<file path="src/pkt_pkg.sv">
// ------------------
// packet format: opcodes, payload width,
// destination-port FSM states
// ------------------
`default_nettype none

package pkt_pkg;

  // payload width in bits
  parameter int DATA_W = 8;

  typedef enum logic {
    OP_WRITE,
    OP_ADD
  } opcode_t;

  // result handshake toward the outside
  typedef enum logic [1:0] {
    D_IDLE,
    D_REQ_HI,
    D_WAIT_ACK_LO
  } dst_state_t;

endpackage

`default_nettype wire

</file>
<file path="src/xbar_pkg.sv">
// ------------------
// crossbar structure constants and source-port FSM states
// ------------------
`default_nettype none

package xbar_pkg;

  // default port count for the top level
  parameter int NUM_PORTS = 4;

  // width of a source or destination index
  parameter int IDX_W = 2;

  // source port handshake states
  typedef enum logic [1:0] {
    S_IDLE,
    S_WAIT_GNT,
    S_ACK_HI,
    S_WAIT_REQ_LO
  } src_state_t;

endpackage

`default_nettype wire

</file>
<file path="src/carry_chain_adder.sv">
// ------------------
// 8-bit carry-lookahead adder
// ------------------
`timescale 1ns/10ps
`default_nettype none

module carry_chain_adder (
  input  wire [pkt_pkg::DATA_W-1:0]    a,
  input  wire [pkt_pkg::DATA_W-1:0]    b,
  output logic [pkt_pkg::DATA_W-1:0]   sum
);

  logic [pkt_pkg::DATA_W-1:0] p;
  logic [pkt_pkg::DATA_W-1:0] g;
  logic [pkt_pkg::DATA_W-1:0] c;

  assign p = a ^ b;
  assign g = a & b;

  // c[i] = g[i-1] | p[i-1]g[i-2] | ... flattened per bit, no carry in
  always_comb begin
    logic pp;
    c[0] = 1'b0;
    for (int i = 1; i < pkt_pkg::DATA_W; i++) begin
      c[i] = 1'b0;
      pp   = 1'b1;
      for (int j = i - 1; j >= 0; j--) begin
        c[i] = c[i] | (g[j] & pp);
        pp   = pp & p[j];
      end
    end
  end

  // top carry dropped, wraps mod 256
  assign sum = p ^ c;

endmodule

`default_nettype wire

</file>
<file path="src/dst_fifo.sv">
// ------------------
// first-word-fall-through FIFO for one destination
// ------------------
`timescale 1ns/10ps
`default_nettype none

module dst_fifo #(
  parameter int DEPTH = 4
) (
  input  wire                          clk,
  input  wire                          rst,
  input  wire                          push,
  input  wire pkt_pkg::opcode_t        push_op,
  input  wire [pkt_pkg::DATA_W-1:0]    push_data,
  input  wire [xbar_pkg::IDX_W-1:0]    push_src,
  output logic                         full,
  output logic                         empty,
  input  wire                          pop,
  output pkt_pkg::opcode_t             head_op,
  output logic [pkt_pkg::DATA_W-1:0]   head_data,
  output logic [xbar_pkg::IDX_W-1:0]   head_src
);

  localparam int AW = $clog2(DEPTH);

  pkt_pkg::opcode_t             mem_op [DEPTH];
  logic [pkt_pkg::DATA_W-1:0]   mem_data [DEPTH];
  logic [xbar_pkg::IDX_W-1:0]   mem_src [DEPTH];
  logic [AW-1:0]                wr_ptr;
  logic [AW-1:0]                rd_ptr;
  logic [AW:0]                  count;
  logic                         wr_en;
  logic                         rd_en;

  assign full  = (count == (AW + 1)'(DEPTH));
  assign empty = (count == '0);
  assign wr_en = push && !full;
  assign rd_en = pop && !empty;

  always_ff @(posedge clk) begin
    if (rst) begin
      wr_ptr <= '0;
      rd_ptr <= '0;
      count  <= '0;
    end else begin
      // pointers wrap on their own, DEPTH is a power of two
      if (wr_en) wr_ptr <= wr_ptr + 1'b1;
      if (rd_en) rd_ptr <= rd_ptr + 1'b1;
      if (wr_en && !rd_en) count <= count + 1'b1;
      else if (rd_en && !wr_en) count <= count - 1'b1;
    end
  end

  always_ff @(posedge clk) begin
    if (wr_en) begin
      mem_op[wr_ptr]   <= push_op;
      mem_data[wr_ptr] <= push_data;
      mem_src[wr_ptr]  <= push_src;
    end
  end

  assign head_op   = mem_op[rd_ptr];
  assign head_data = mem_data[rd_ptr];
  assign head_src  = mem_src[rd_ptr];

endmodule

`default_nettype wire

</file>
<file path="src/dst_port.sv">
// ------------------
// destination port: executes opcode,
// four-phase result handshake
// ------------------
`timescale 1ns/10ps
`default_nettype none

module dst_port (
  input  wire                          clk,
  input  wire                          rst,
  input  wire                          empty,
  input  wire pkt_pkg::opcode_t        head_op,
  input  wire [pkt_pkg::DATA_W-1:0]    head_data,
  input  wire [xbar_pkg::IDX_W-1:0]    head_src,
  output logic                         pop,
  output logic                         out_req,
  output logic [pkt_pkg::DATA_W-1:0]   out_data,
  output logic [xbar_pkg::IDX_W-1:0]   out_src,
  input  wire                          out_ack
);

  pkt_pkg::dst_state_t          state;
  logic [pkt_pkg::DATA_W-1:0]   acc;
  logic [pkt_pkg::DATA_W-1:0]   sum;
  logic [pkt_pkg::DATA_W-1:0]   result;

  carry_chain_adder adder_i (
    .a   (acc),
    .b   (head_data),
    .sum (sum)
  );

  assign result = (head_op == pkt_pkg::OP_ADD) ? sum : head_data;

  // take the head as soon as the output side is free
  assign pop = (state == pkt_pkg::D_IDLE) && !empty;

  always_ff @(posedge clk) begin
    if (rst) begin
      state   <= pkt_pkg::D_IDLE;
      out_req <= 1'b0;
      acc     <= '0;
    end else begin
      case (state)
        pkt_pkg::D_IDLE: begin
          if (!empty) begin
            out_req <= 1'b1;
            state   <= pkt_pkg::D_REQ_HI;
            if (head_op == pkt_pkg::OP_ADD) acc <= sum;
          end
        end
        pkt_pkg::D_REQ_HI: begin
          if (out_ack) begin
            out_req <= 1'b0;
            state   <= pkt_pkg::D_WAIT_ACK_LO;
          end
        end
        pkt_pkg::D_WAIT_ACK_LO: begin
          if (!out_ack) state <= pkt_pkg::D_IDLE;
        end
        default: state <= pkt_pkg::D_IDLE;
      endcase
    end
  end

  // result and its source tag, held through the handshake
  always_ff @(posedge clk) begin
    if (pop) begin
      out_data <= result;
      out_src  <= head_src;
    end
  end

endmodule

`default_nettype wire

</file>
<file path="src/src_port.sv">
// ------------------
// source port: four-phase input side and
// switch request held until granted
// ------------------
`timescale 1ns/10ps
`default_nettype none

module src_port (
  input  wire                          clk,
  input  wire                          rst,
  input  wire                          in_req,
  input  wire [xbar_pkg::IDX_W-1:0]    in_dest,
  input  wire pkt_pkg::opcode_t        in_op,
  input  wire [pkt_pkg::DATA_W-1:0]    in_data,
  output logic                         in_ack,
  output logic                         sw_req,
  output logic [xbar_pkg::IDX_W-1:0]   sw_dest,
  output pkt_pkg::opcode_t             sw_op,
  output logic [pkt_pkg::DATA_W-1:0]   sw_data,
  input  wire                          gnt
);

  xbar_pkg::src_state_t state;

  always_ff @(posedge clk) begin
    if (rst) begin
      state  <= xbar_pkg::S_IDLE;
      sw_req <= 1'b0;
      in_ack <= 1'b0;
    end else begin
      case (state)
        xbar_pkg::S_IDLE: begin
          if (in_req) begin
            sw_req <= 1'b1;
            state  <= xbar_pkg::S_WAIT_GNT;
          end
        end
        xbar_pkg::S_WAIT_GNT: begin
          // packet is in the switch once gnt pulses
          if (gnt) begin
            sw_req <= 1'b0;
            in_ack <= 1'b1;
            state  <= xbar_pkg::S_ACK_HI;
          end
        end
        xbar_pkg::S_ACK_HI, xbar_pkg::S_WAIT_REQ_LO: begin
          if (!in_req) begin
            in_ack <= 1'b0;
            state  <= xbar_pkg::S_IDLE;
          end else begin
            state <= xbar_pkg::S_WAIT_REQ_LO;
          end
        end
        default: state <= xbar_pkg::S_IDLE;
      endcase
    end
  end

  // fields are stable while in_req is high
  always_ff @(posedge clk) begin
    if (state == xbar_pkg::S_IDLE && in_req) begin
      sw_dest <= in_dest;
      sw_op   <= in_op;
      sw_data <= in_data;
    end
  end

endmodule

`default_nettype wire

</file>
<file path="src/xbar_switch.sv">
// ------------------
// fixed-priority crossbar arbiter, registered grants
// and per-destination word steering
// ------------------
`timescale 1ns/10ps
`default_nettype none

module xbar_switch #(
  parameter int N = xbar_pkg::NUM_PORTS
) (
  input  wire                          clk,
  input  wire                          rst,
  input  wire [N-1:0]                  sw_req,
  input  wire [xbar_pkg::IDX_W-1:0]    sw_dest [N],
  input  wire pkt_pkg::opcode_t        sw_op [N],
  input  wire [pkt_pkg::DATA_W-1:0]    sw_data [N],
  output logic [N-1:0]                 gnt,
  input  wire [N-1:0]                  full,
  output logic [N-1:0]                 push,
  output pkt_pkg::opcode_t             push_op [N],
  output logic [pkt_pkg::DATA_W-1:0]   push_data [N],
  output logic [xbar_pkg::IDX_W-1:0]   push_src [N]
);

  logic [N-1:0]                gnt_next;
  logic [N-1:0]                push_next;
  logic [xbar_pkg::IDX_W-1:0]  sel_src [N];
  logic [xbar_pkg::IDX_W-1:0]  dest;

  // lowest source index wins each destination
  always_comb begin
    gnt_next  = '0;
    push_next = '0;
    dest      = '0;
    for (int d = 0; d < N; d++) begin
      sel_src[d] = '0;
    end
    for (int s = 0; s < N; s++) begin
      dest = sw_dest[s];
      // a source just granted still shows its request this cycle
      if (sw_req[s] && !gnt[s] && !full[dest] && !push[dest] &&
          !push_next[dest]) begin
        gnt_next[s]     = 1'b1;
        push_next[dest] = 1'b1;
        sel_src[dest]   = (xbar_pkg::IDX_W)'(s);
      end
    end
  end

  always_ff @(posedge clk) begin
    if (rst) begin
      gnt  <= '0;
      push <= '0;
    end else begin
      gnt  <= gnt_next;
      push <= push_next;
    end
  end

  // steered words, only loaded when a push goes out
  always_ff @(posedge clk) begin
    for (int d = 0; d < N; d++) begin
      if (push_next[d]) begin
        push_op[d]   <= sw_op[sel_src[d]];
        push_data[d] <= sw_data[sel_src[d]];
        push_src[d]  <= sel_src[d];
      end
    end
  end

endmodule

`default_nettype wire

</file>
<file path="src/xbar_top.sv">
// ------------------
// crossbar top: sources, switch, FIFOs, destinations
// ------------------
`timescale 1ns/10ps
`default_nettype none

module xbar_top #(
  parameter int N     = xbar_pkg::NUM_PORTS,
  parameter int DEPTH = 4
) (
  input  wire                          clk,
  input  wire                          rst,
  input  wire [N-1:0]                  in_req,
  input  wire [xbar_pkg::IDX_W-1:0]    in_dest [N],
  input  wire pkt_pkg::opcode_t        in_op [N],
  input  wire [pkt_pkg::DATA_W-1:0]    in_data [N],
  output logic [N-1:0]                 in_ack,
  output logic [N-1:0]                 out_req,
  output logic [pkt_pkg::DATA_W-1:0]   out_data [N],
  output logic [xbar_pkg::IDX_W-1:0]   out_src [N],
  input  wire [N-1:0]                  out_ack
);

  // source side
  logic [N-1:0]                sw_req;
  logic [xbar_pkg::IDX_W-1:0]  sw_dest [N];
  pkt_pkg::opcode_t            sw_op [N];
  logic [pkt_pkg::DATA_W-1:0]  sw_data [N];
  logic [N-1:0]                gnt;

  // switch to FIFOs
  logic [N-1:0]                full;
  logic [N-1:0]                push;
  pkt_pkg::opcode_t            push_op [N];
  logic [pkt_pkg::DATA_W-1:0]  push_data [N];
  logic [xbar_pkg::IDX_W-1:0]  push_src [N];

  // FIFOs to destinations
  logic [N-1:0]                empty;
  logic [N-1:0]                pop;
  pkt_pkg::opcode_t            head_op [N];
  logic [pkt_pkg::DATA_W-1:0]  head_data [N];
  logic [xbar_pkg::IDX_W-1:0]  head_src [N];

  for (genvar s = 0; s < N; s++) begin : g_src
    src_port src_i (
      .clk     (clk),
      .rst     (rst),
      .in_req  (in_req[s]),
      .in_dest (in_dest[s]),
      .in_op   (in_op[s]),
      .in_data (in_data[s]),
      .in_ack  (in_ack[s]),
      .sw_req  (sw_req[s]),
      .sw_dest (sw_dest[s]),
      .sw_op   (sw_op[s]),
      .sw_data (sw_data[s]),
      .gnt     (gnt[s])
    );
  end

  xbar_switch #(.N(N)) switch_i (
    .clk       (clk),
    .rst       (rst),
    .sw_req    (sw_req),
    .sw_dest   (sw_dest),
    .sw_op     (sw_op),
    .sw_data   (sw_data),
    .gnt       (gnt),
    .full      (full),
    .push      (push),
    .push_op   (push_op),
    .push_data (push_data),
    .push_src  (push_src)
  );

  for (genvar d = 0; d < N; d++) begin : g_dst
    dst_fifo #(.DEPTH(DEPTH)) fifo_i (
      .clk       (clk),
      .rst       (rst),
      .push      (push[d]),
      .push_op   (push_op[d]),
      .push_data (push_data[d]),
      .push_src  (push_src[d]),
      .full      (full[d]),
      .empty     (empty[d]),
      .pop       (pop[d]),
      .head_op   (head_op[d]),
      .head_data (head_data[d]),
      .head_src  (head_src[d])
    );

    dst_port dst_i (
      .clk       (clk),
      .rst       (rst),
      .empty     (empty[d]),
      .head_op   (head_op[d]),
      .head_data (head_data[d]),
      .head_src  (head_src[d]),
      .pop       (pop[d]),
      .out_req   (out_req[d]),
      .out_data  (out_data[d]),
      .out_src   (out_src[d]),
      .out_ack   (out_ack[d])
    );
  end

endmodule

`default_nettype wire

</file>
<file path="config.mk">
export PLATFORM = sky130hd
export DESIGN_NAME = xbar_top
export DESIGN_NICKNAME = d
export VERILOG_FILES = /design/src/pkt_pkg.sv /design/src/xbar_pkg.sv /design/src/carry_chain_adder.sv /design/src/dst_fifo.sv /design/src/dst_port.sv /design/src/src_port.sv /design/src/xbar_switch.sv /design/src/xbar_top.sv
export SDC_FILE = /design/constraint.sdc
export NUM_CORES = 1
export LEC_CHECK = 0
export BUFFER_PORTS_ARGS = -buffer_cell sky130_fd_sc_hd__buf_2
export CAP_MARGIN = 25
export CELL_PAD_IN_SITES_DETAIL_PLACEMENT = 1
export CELL_PAD_IN_SITES_GLOBAL_PLACEMENT = 1
export CORE_MARGIN = 1.5
export CORE_UTILIZATION = 51
export DETAILED_ROUTE_END_ITERATION = 12
export HOLD_SLACK_MARGIN = 0.15
export PLACE_DENSITY = 0.91
export SLEW_MARGIN = 20
export SYNTH_ARGS = -nofsm -noshare
export SYNTH_HDL_FRONTEND = slang
export SYNTH_SLANG_ARGS = --single-unit
</file>
<file path="constraint.sdc">
create_clock -name clk -period 4.15 [get_ports clk]
set_input_delay 0.6225 -clock clk [delete_from_list [all_inputs] [get_ports clk]]
set_output_delay 0.6225 -clock clk [all_outputs]
set_load 0.01 [all_outputs]
</file>
; ---- After elaboration in Yosys (flattened, before gate mapping)
; Memory sizes are Yosys's and may differ from the RTL's. A register that Yosys moved wholly into a read port is not among the register bits.
; Cells that the tools add are included.
[classes]
add_sub_neg = 16
n_lt_le_gt_ge = 18
n_eq_ne = 48
muxes = 177
bitwise = 258
n_reduce_logical = 135
[ops]
columns = operator, count
row1 = 1-bit AND, 144
row2 = 8-bit two-way mux, 14
row3 = 2-bit two-way mux, 43
row4 = 1-bit bitwise OR, 84
row5 = 8-bit binary-select mux with 2-bit select, 4
row6 = 8-bit XOR, 8
row7 = 1-bit two-way mux, 60
row8 = 3-bit AND reduction, 20
row9 = 2-bit one-hot mux with 3 select lines, 8
row10 = 1-bit logical AND, 47
row11 = "2-bit != test, second input constant", 20
row12 = 1-bit binary-select mux with 2-bit select, 16
row13 = 1-bit zero test, 32
row14 = 2-bit nonzero test, 16
row15 = 7-bit AND, 4
row16 = "2-bit equality test, second input constant", 12
row17 = 3-bit two-way mux, 8
row18 = 1-bit one-hot mux with 2 select lines, 12
row19 = "3-bit greater-or-equal comparator, second input constant", 7
row20 = 2-bit NOT with 3-bit output, 7
row21 = "2-bit by 1-bit adder with 2-bit output, second input constant", 8
row22 = "2-bit by 1-bit equality test with 1-bit output, second input constant", 8
row23 = 2-bit zero test, 8
row24 = 4-bit two-way mux, 4
row25 = other kinds (19), 58
[word_totals]
reg_bits = 216
ramBits = 176
in_bits = 54
word_cells = 730
mem_count = 12
[mem_list]
columns = memory, words, width, rd, rd_clocked_by_memory_dff, wr, line_no
row1 = g_dst[0].fifo_i.mem_data, 4, 8, 1, 1, 1, dst_fifo.sv:27  ; logic [pkt_pkg::DATA_W-1:0] mem_data [DEPTH];
row2 = g_dst[1].fifo_i.mem_data, 4, 8, 1, 1, 1, dst_fifo.sv:27
row3 = g_dst[2].fifo_i.mem_data, 4, 8, 1, 1, 1, dst_fifo.sv:27
row4 = g_dst[3].fifo_i.mem_data, 4, 8, 1, 1, 1, dst_fifo.sv:27
row5 = g_dst[0].fifo_i.mem_src, 4, 2, 1, 1, 1, dst_fifo.sv:28  ; logic [xbar_pkg::IDX_W-1:0] mem_src [DEPTH];
row6 = g_dst[1].fifo_i.mem_src, 4, 2, 1, 1, 1, dst_fifo.sv:28
row7 = 6 more memories, -, -, -, -, -, -

; ---- Logic depth before layout (Yosys ltp)
[depth]
depth_word = 27
ltp_mapped = 10
mapped_depth_nobuf = 9

; ---- By module
; Synthesis repeated with hierarchy kept, for this count alone.
[hier_totals]
hier_cells = 1278
hier_area_um2 = 18675.4
[modules_own_cells]
columns = module, instances, cells_each, area_per_inst_um2, seq_area_each_um2
row1 = dst_fifo, 4, 105, 2055.7, 1501.4
row2 = dst_port, 4, 67, 924.6, 520.5
row3 = xbar_switch, 1, 330, 3616.0, 1481.4
row4 = src_port, 4, 30, 509.2, 410.4
row5 = carry_chain_adder, 4, 35, 275.3, 0.0

; ---- Worst setup path after synthesis
; No wires, ideal clock.
[synth_timing]
path_kind = register to register
start = reg (tool-made name)
end = reg g_dst[1].dst_i.acc[7] (netlist bit)
setup_ns = 0.121
arrival_time_ns = 3.211
required_ns = 4.029
path_slack_ns = 0.818
path_stages_with_launch = 11
path_buffers = 1
period_less_slack_ns = 3.332
path_cell_list = dfxtp_1 > clkbuf_1 > mux4_2 > ha_1 > a21o_1 > a21oi_1 > o21bai_1 > a2111o_1 > nand3_1 > nor3b_1 > mux2_2
[synth_lines]
columns = element, line_no
row1 = "end signal, assigned", dst_port.sv:49  ; if (head_op == pkt_pkg::OP_ADD) acc <= sum;
row2 = "end, declared", dst_port.sv:23  ; logic [pkt_pkg::DATA_W-1:0] acc;

; ---- Worst setup path after layout
[layout_timing]
start = reg g_src[0].src_i.sw_dest[0] (netlist bit)
end = reg switch_i.push_src[5] (netlist bit), enable pin
[layout_via]
elab_chain_len = 22
[layout_lines]
columns = element, line_no
row1 = "start, declared", src_port.sv:17  ; output logic [xbar_pkg::IDX_W-1:0] sw_dest,
row2 = "start signal, assigned", src_port.sv:62  ; sw_dest <= in_dest;
row3 = branches (longest 6 deep; another with 2-bit by 3-bit less-than comparator with 1-bit output), -
row4 = 4-bit two-way mux (*), xbar_switch.sv:41  ; if (sw_req[s] && !gnt[s] && !full[dest] && !push[dest] &&
row5 = 1-bit binary-select mux with 2-bit select, xbar_switch.sv:42  ; !push_next[dest]) begin
row6 = 1-bit two-way mux (not written as such), xbar_switch.sv:42
row7 = 1-bit zero test, xbar_switch.sv:42
row8 = 1-bit logical AND, xbar_switch.sv:41
row9 = 4-bit two-way mux (*), xbar_switch.sv:41
row10 = 1-bit binary-select mux with 2-bit select, xbar_switch.sv:42
row11 = (+2 left out), -
row12 = 1-bit logical AND, xbar_switch.sv:41
row13 = 4-bit two-way mux (*), xbar_switch.sv:41
row14 = 1-bit binary-select mux with 2-bit select, xbar_switch.sv:42
row15 = 1-bit two-way mux (not written as such), xbar_switch.sv:42
row16 = 1-bit zero test, xbar_switch.sv:42
row17 = 1-bit logical AND, xbar_switch.sv:41
row18 = 4-bit two-way mux (*), xbar_switch.sv:41
row19 = named net switch_i.push_next[1], xbar_switch.sv:26  ; logic [N-1:0] push_next;
row20 = "end signal, assigned by index", xbar_switch.sv:66  ; push_src[d] <= sel_src[d];
row21 = "end, declared", xbar_switch.sv:22  ; output logic [xbar_pkg::IDX_W-1:0] push_src [N]
; Mark *: on every way through the listed nets, which the timed path passes. The select of a mux whose other input is x is not followed.
; A chain may end at the register's enable or synchronous reset.

==> metrics.md <==
| Metric | Value |
|---|---|
| Leakage | `7.45 nW` |
| Crit share post-route | `85.7%` |
| Reg2reg end | `switch_i.push_src[5]` |
| Cell row count | `68` |
| Clock sink count | `408` |
| Maximum capacitance violations | `0` |
| Worst Clk Skew | `approximately 22 ps` |
| Clock tree buffer depth | `3` |
| Die W | `190 um` |
| Synth Area per Inst | `14.4 sq um` |
| Hold_ws | `260 ps` |
| Register area | `0.0112 sq mm` |
| Part of the Yosys area used for sequential elements | `63.0%` |
| Final instance area | `~0.02 sq mm` |
| Worst r2r src | `g_src[0].src_i.sw_dest[0]` |
| Cell family with most CP delay | `simple AND/OR/NAND/NOR gates` |
| Flop2flop setup slack | `just under 600 ps` |
| Most common cell after layout, fill and taps aside | `edfxtp_1` |
| Post-CTS Hold Buffers | `0` |
| Levels on crit path | `7` |
| Post_cts resized | `0` |
| Critical Path RT | `~4200 ps` |
| # setup viols final | `0` |
| Startpoint Class | `flop` |
| Root Driver | `clkbuf_16` |
| Final WL | `44200 um` |
| Largest net degree at the start of global routing | `70` |
| DRT Pass-1 Iters | `4` |
| Vias | `10900` |
| Kind of critical path | `flop to flop` |
| Fin. Hold Viols | `0` |
| Vias per cell | `5.95` |
| FFs w/ async S/R, synth | `0%` |
| Worst-Margin Slew | `approximately 850 ps` |
| Syn. warnings | `0` |
| DRC viols | `0` |
| CP max stage delay | `550 ps` |
| DRT iter0 DRCs | `766` |
| Total negative slack | `0 ps` |
| Nets | `1452` |
| Minimum clock period | `3560 ps` |
| Area occupied by multi-input gates | `0.00615 sq mm` |
| H-tree depth | `2` |
| Hold_sp | `in_data[1]` |
| Most used DFF post-synth | `edfxtp_1` |
| Hold Crit Depth | `1` |
| Maximum VDD drop | `314 uV` |
| CTS tree | `built` |
| CP bufs+invs | `0` |
| GR Util All Layers | `24.9%` |
| Hpwl dp | `30700 um` |
| Clk slew on worst S/H paths | `about 60 ps` |
| Final Power | `13.3 mW` |
| Pwr Density | `661 mW/mm^2` |
| Max_slew headroom | `43.4%` |
| Crit. End Element | `flop` |
| Wire per inst | `24.1 um` |
| CP cell instances | `nand2b_1, o32a_1, or3_1, o2111a_2, nand2_1, and2_1, nand3_1` |
| Vias in the first global route | `11900` |
| First-pass GRT wire length | `roughly 69000 um` |
| Fmax | `~280 MHz` |
| Mapped Cells | `1234` |
| CP max FO | `12` |
| Clk_lat worst skew | `540 ps` |
| CTS Buf Count | `43` |
| Initial antenna violation count | `1` |
| Starting density of the core | `between 50% and 60%` |
| Filler cells | `3284` |
| Post CTS Setup Buffer Count | `0` |
| Post-DP Area | `0.0187 sq mm` |
| Slowest cell on crit path | `edfxtp_1` |
| Status | `completed` |
| Core Box Area | `0.0345 sq mm` |
| Layout cells sized above 1 | `25.2%` |
| Post-synth EDFFs | `304` |
| Mapped Area | `0.0178 sq mm` |
| RSZ-0062 raised after global routing | `no` |
| Crit path DAT | `3620 ps` |
| Die ar. | `0.0360 sq mm` |
| Die Span Y | `190 um` |
| Synthesized flop and latch total | `408` |
| R2R depth | `7` |
| Worst hold path class | `primary input to flop` |
| Post-route ant nets | `0` |
| Hold Path End | `g_src[3].src_i.sw_data[1]` |
| Num ports | `between 100 and 150` |
| Most frequent cells in the layout | `304 x edfxtp_1, 104 x dfxtp_1, 103 x mux2_2` |
| Number of port buffers | `101` |
| Gr ovfl total | `0` |
| Fin util | `between 50 and 60%` |
| Unique masters post-synth | `61` |
| Area Growth Syn to Fin | `13.0%` |
| Global placer's final weighted congestion | `about 0.86` |
| Syn Nets | `roughly 1300` |
| Slew Viols, Final | `0` |
per-layer routing:
layer	wire length, um	track usage (%)	up-vias
met5	8	0	-
met4	1510	9.68	2
met3	2450	4.17	116
met2	22200	42.7	395
met1	18100	31.7	5535
li1	-	-	4840
worst register-to-register path: stages (launching register included):
cell      delay [ps]
edfxtp_1         550
nand2b_1         320
o32a_1           370
or3_1            310
o2111a_2         200
nand2_1          530
and2_1           270
nand3_1          530
report_power, final:
part           switching, mW  internal, mW
logic                   2.10          1.67
clock network           1.55          2.09
registers              0.557          5.31
total                   4.21          9.07
cell type report:
class                   instances  area share (%)
flip-flops and latches        408            55.8
multi-input cells             723            30.6
clock buffers                  62            6.01
repair buffers                117            3.21
well taps                     455            2.83
inverters                      49           0.916
clock inverters                16           0.585
diodes                          1          0.0125
cells by family (layout without fill, tap and decap cells):
kind of cell             after synthesis  count (layout)  synth area share (%)
flip-flops                           408             408                  63.0
AND/OR/NAND/NOR                      280             280                  7.92
multiplexers                         181             181                  14.2
AO/OA/AOI/OAI                        157             157                  5.68
buffers and inverters                103             244                  2.49
adder cells (fa/ha/maj)               56              56                  4.28
XOR/XNOR                              49              49                  2.41
other                                  0               1                     0
how the worst max path moves through the flow:
stage | startpoint | end | slack, ps
CTS | flop | g_dst[3].dst_i.acc[7] | 590
floorplan | flop | g_dst[1].dst_i.acc[7] | 820
global route | flop | g_dst[3].dst_i.acc[7] | 420
finish | g_src[0].src_i.sw_dest[0] | switch_i.push_src[5] | 590
global placement | flop | g_dst[3].dst_i.acc[7] | 780
detailed placement | flop | g_dst[3].dst_i.acc[7] | 680
flip-flops by register name, indices dropped and copies added (netlist names), named ones only:
signal,flops
g_src.src_i.in_ack,4
g_dst.fifo_i.count,12
g_dst.dst_i.out_src,8
g_dst.fifo_i.mem_data,128
g_dst.fifo_i.wr_ptr,8
g_dst.dst_i.out_req,4
g_dst.fifo_i.rd_ptr,8
switch_i.push,4
g_src.src_i.state,8
g_dst.dst_i.acc,32
g_dst.fifo_i.mem_src,32
g_src.src_i.sw_op,4
g_dst.fifo_i.mem_op,16
switch_i.gnt,4
g_src.src_i.sw_data,32
switch_i.push_src,8
g_src.src_i.sw_req,4
switch_i.push_data,32
g_src.src_i.sw_dest,8
switch_i.push_op,4
g_dst.dst_i.state,8
g_dst.dst_i.out_data,32
cells in the mapped netlist, types with 6 or more instances:
cell type  number  area, sq um
xor2_1         18          158
o22ai_1        11         68.8
nor3_1         18         90.1
buf_2           6         30.0
ha_1           48          601
mux4_2         44          991
nand2_1        45          169
o21bai_1       12         90.1
fa_1            8          160
buf_1          13         48.8
edfxtp_1      304         9130
xnor2_1        31          272
nand2b_1       11         68.8
nor2b_1        20          125
nor3b_1         6         45.0
mux2i_1        28          280
a21o_1          6         45.0
dfxtp_1       104         2080
nor2_1         93          349
mux2_2        103         1160
buf_4           9         67.6
a21oi_1        72          360
and2_1          6         37.5
and3_1         19          119
mux2_4          6         90.1
nand3b_1        6         45.0
nand3_1        28          140
o21ai_0        20          100
or3_1           9         56.3
inv_1          49          184
clkbuf_1       24         90.1
metrics by stage:
step                      std cells  setup WS [ps]
after detailed placement       1750            684
after global routing           1830            415
after global placement         1749            784
after floorplan                1234            818
after CTS                      1828            590
final                          1831            594
No activity file was read; power rests on OpenSTA's default activity.
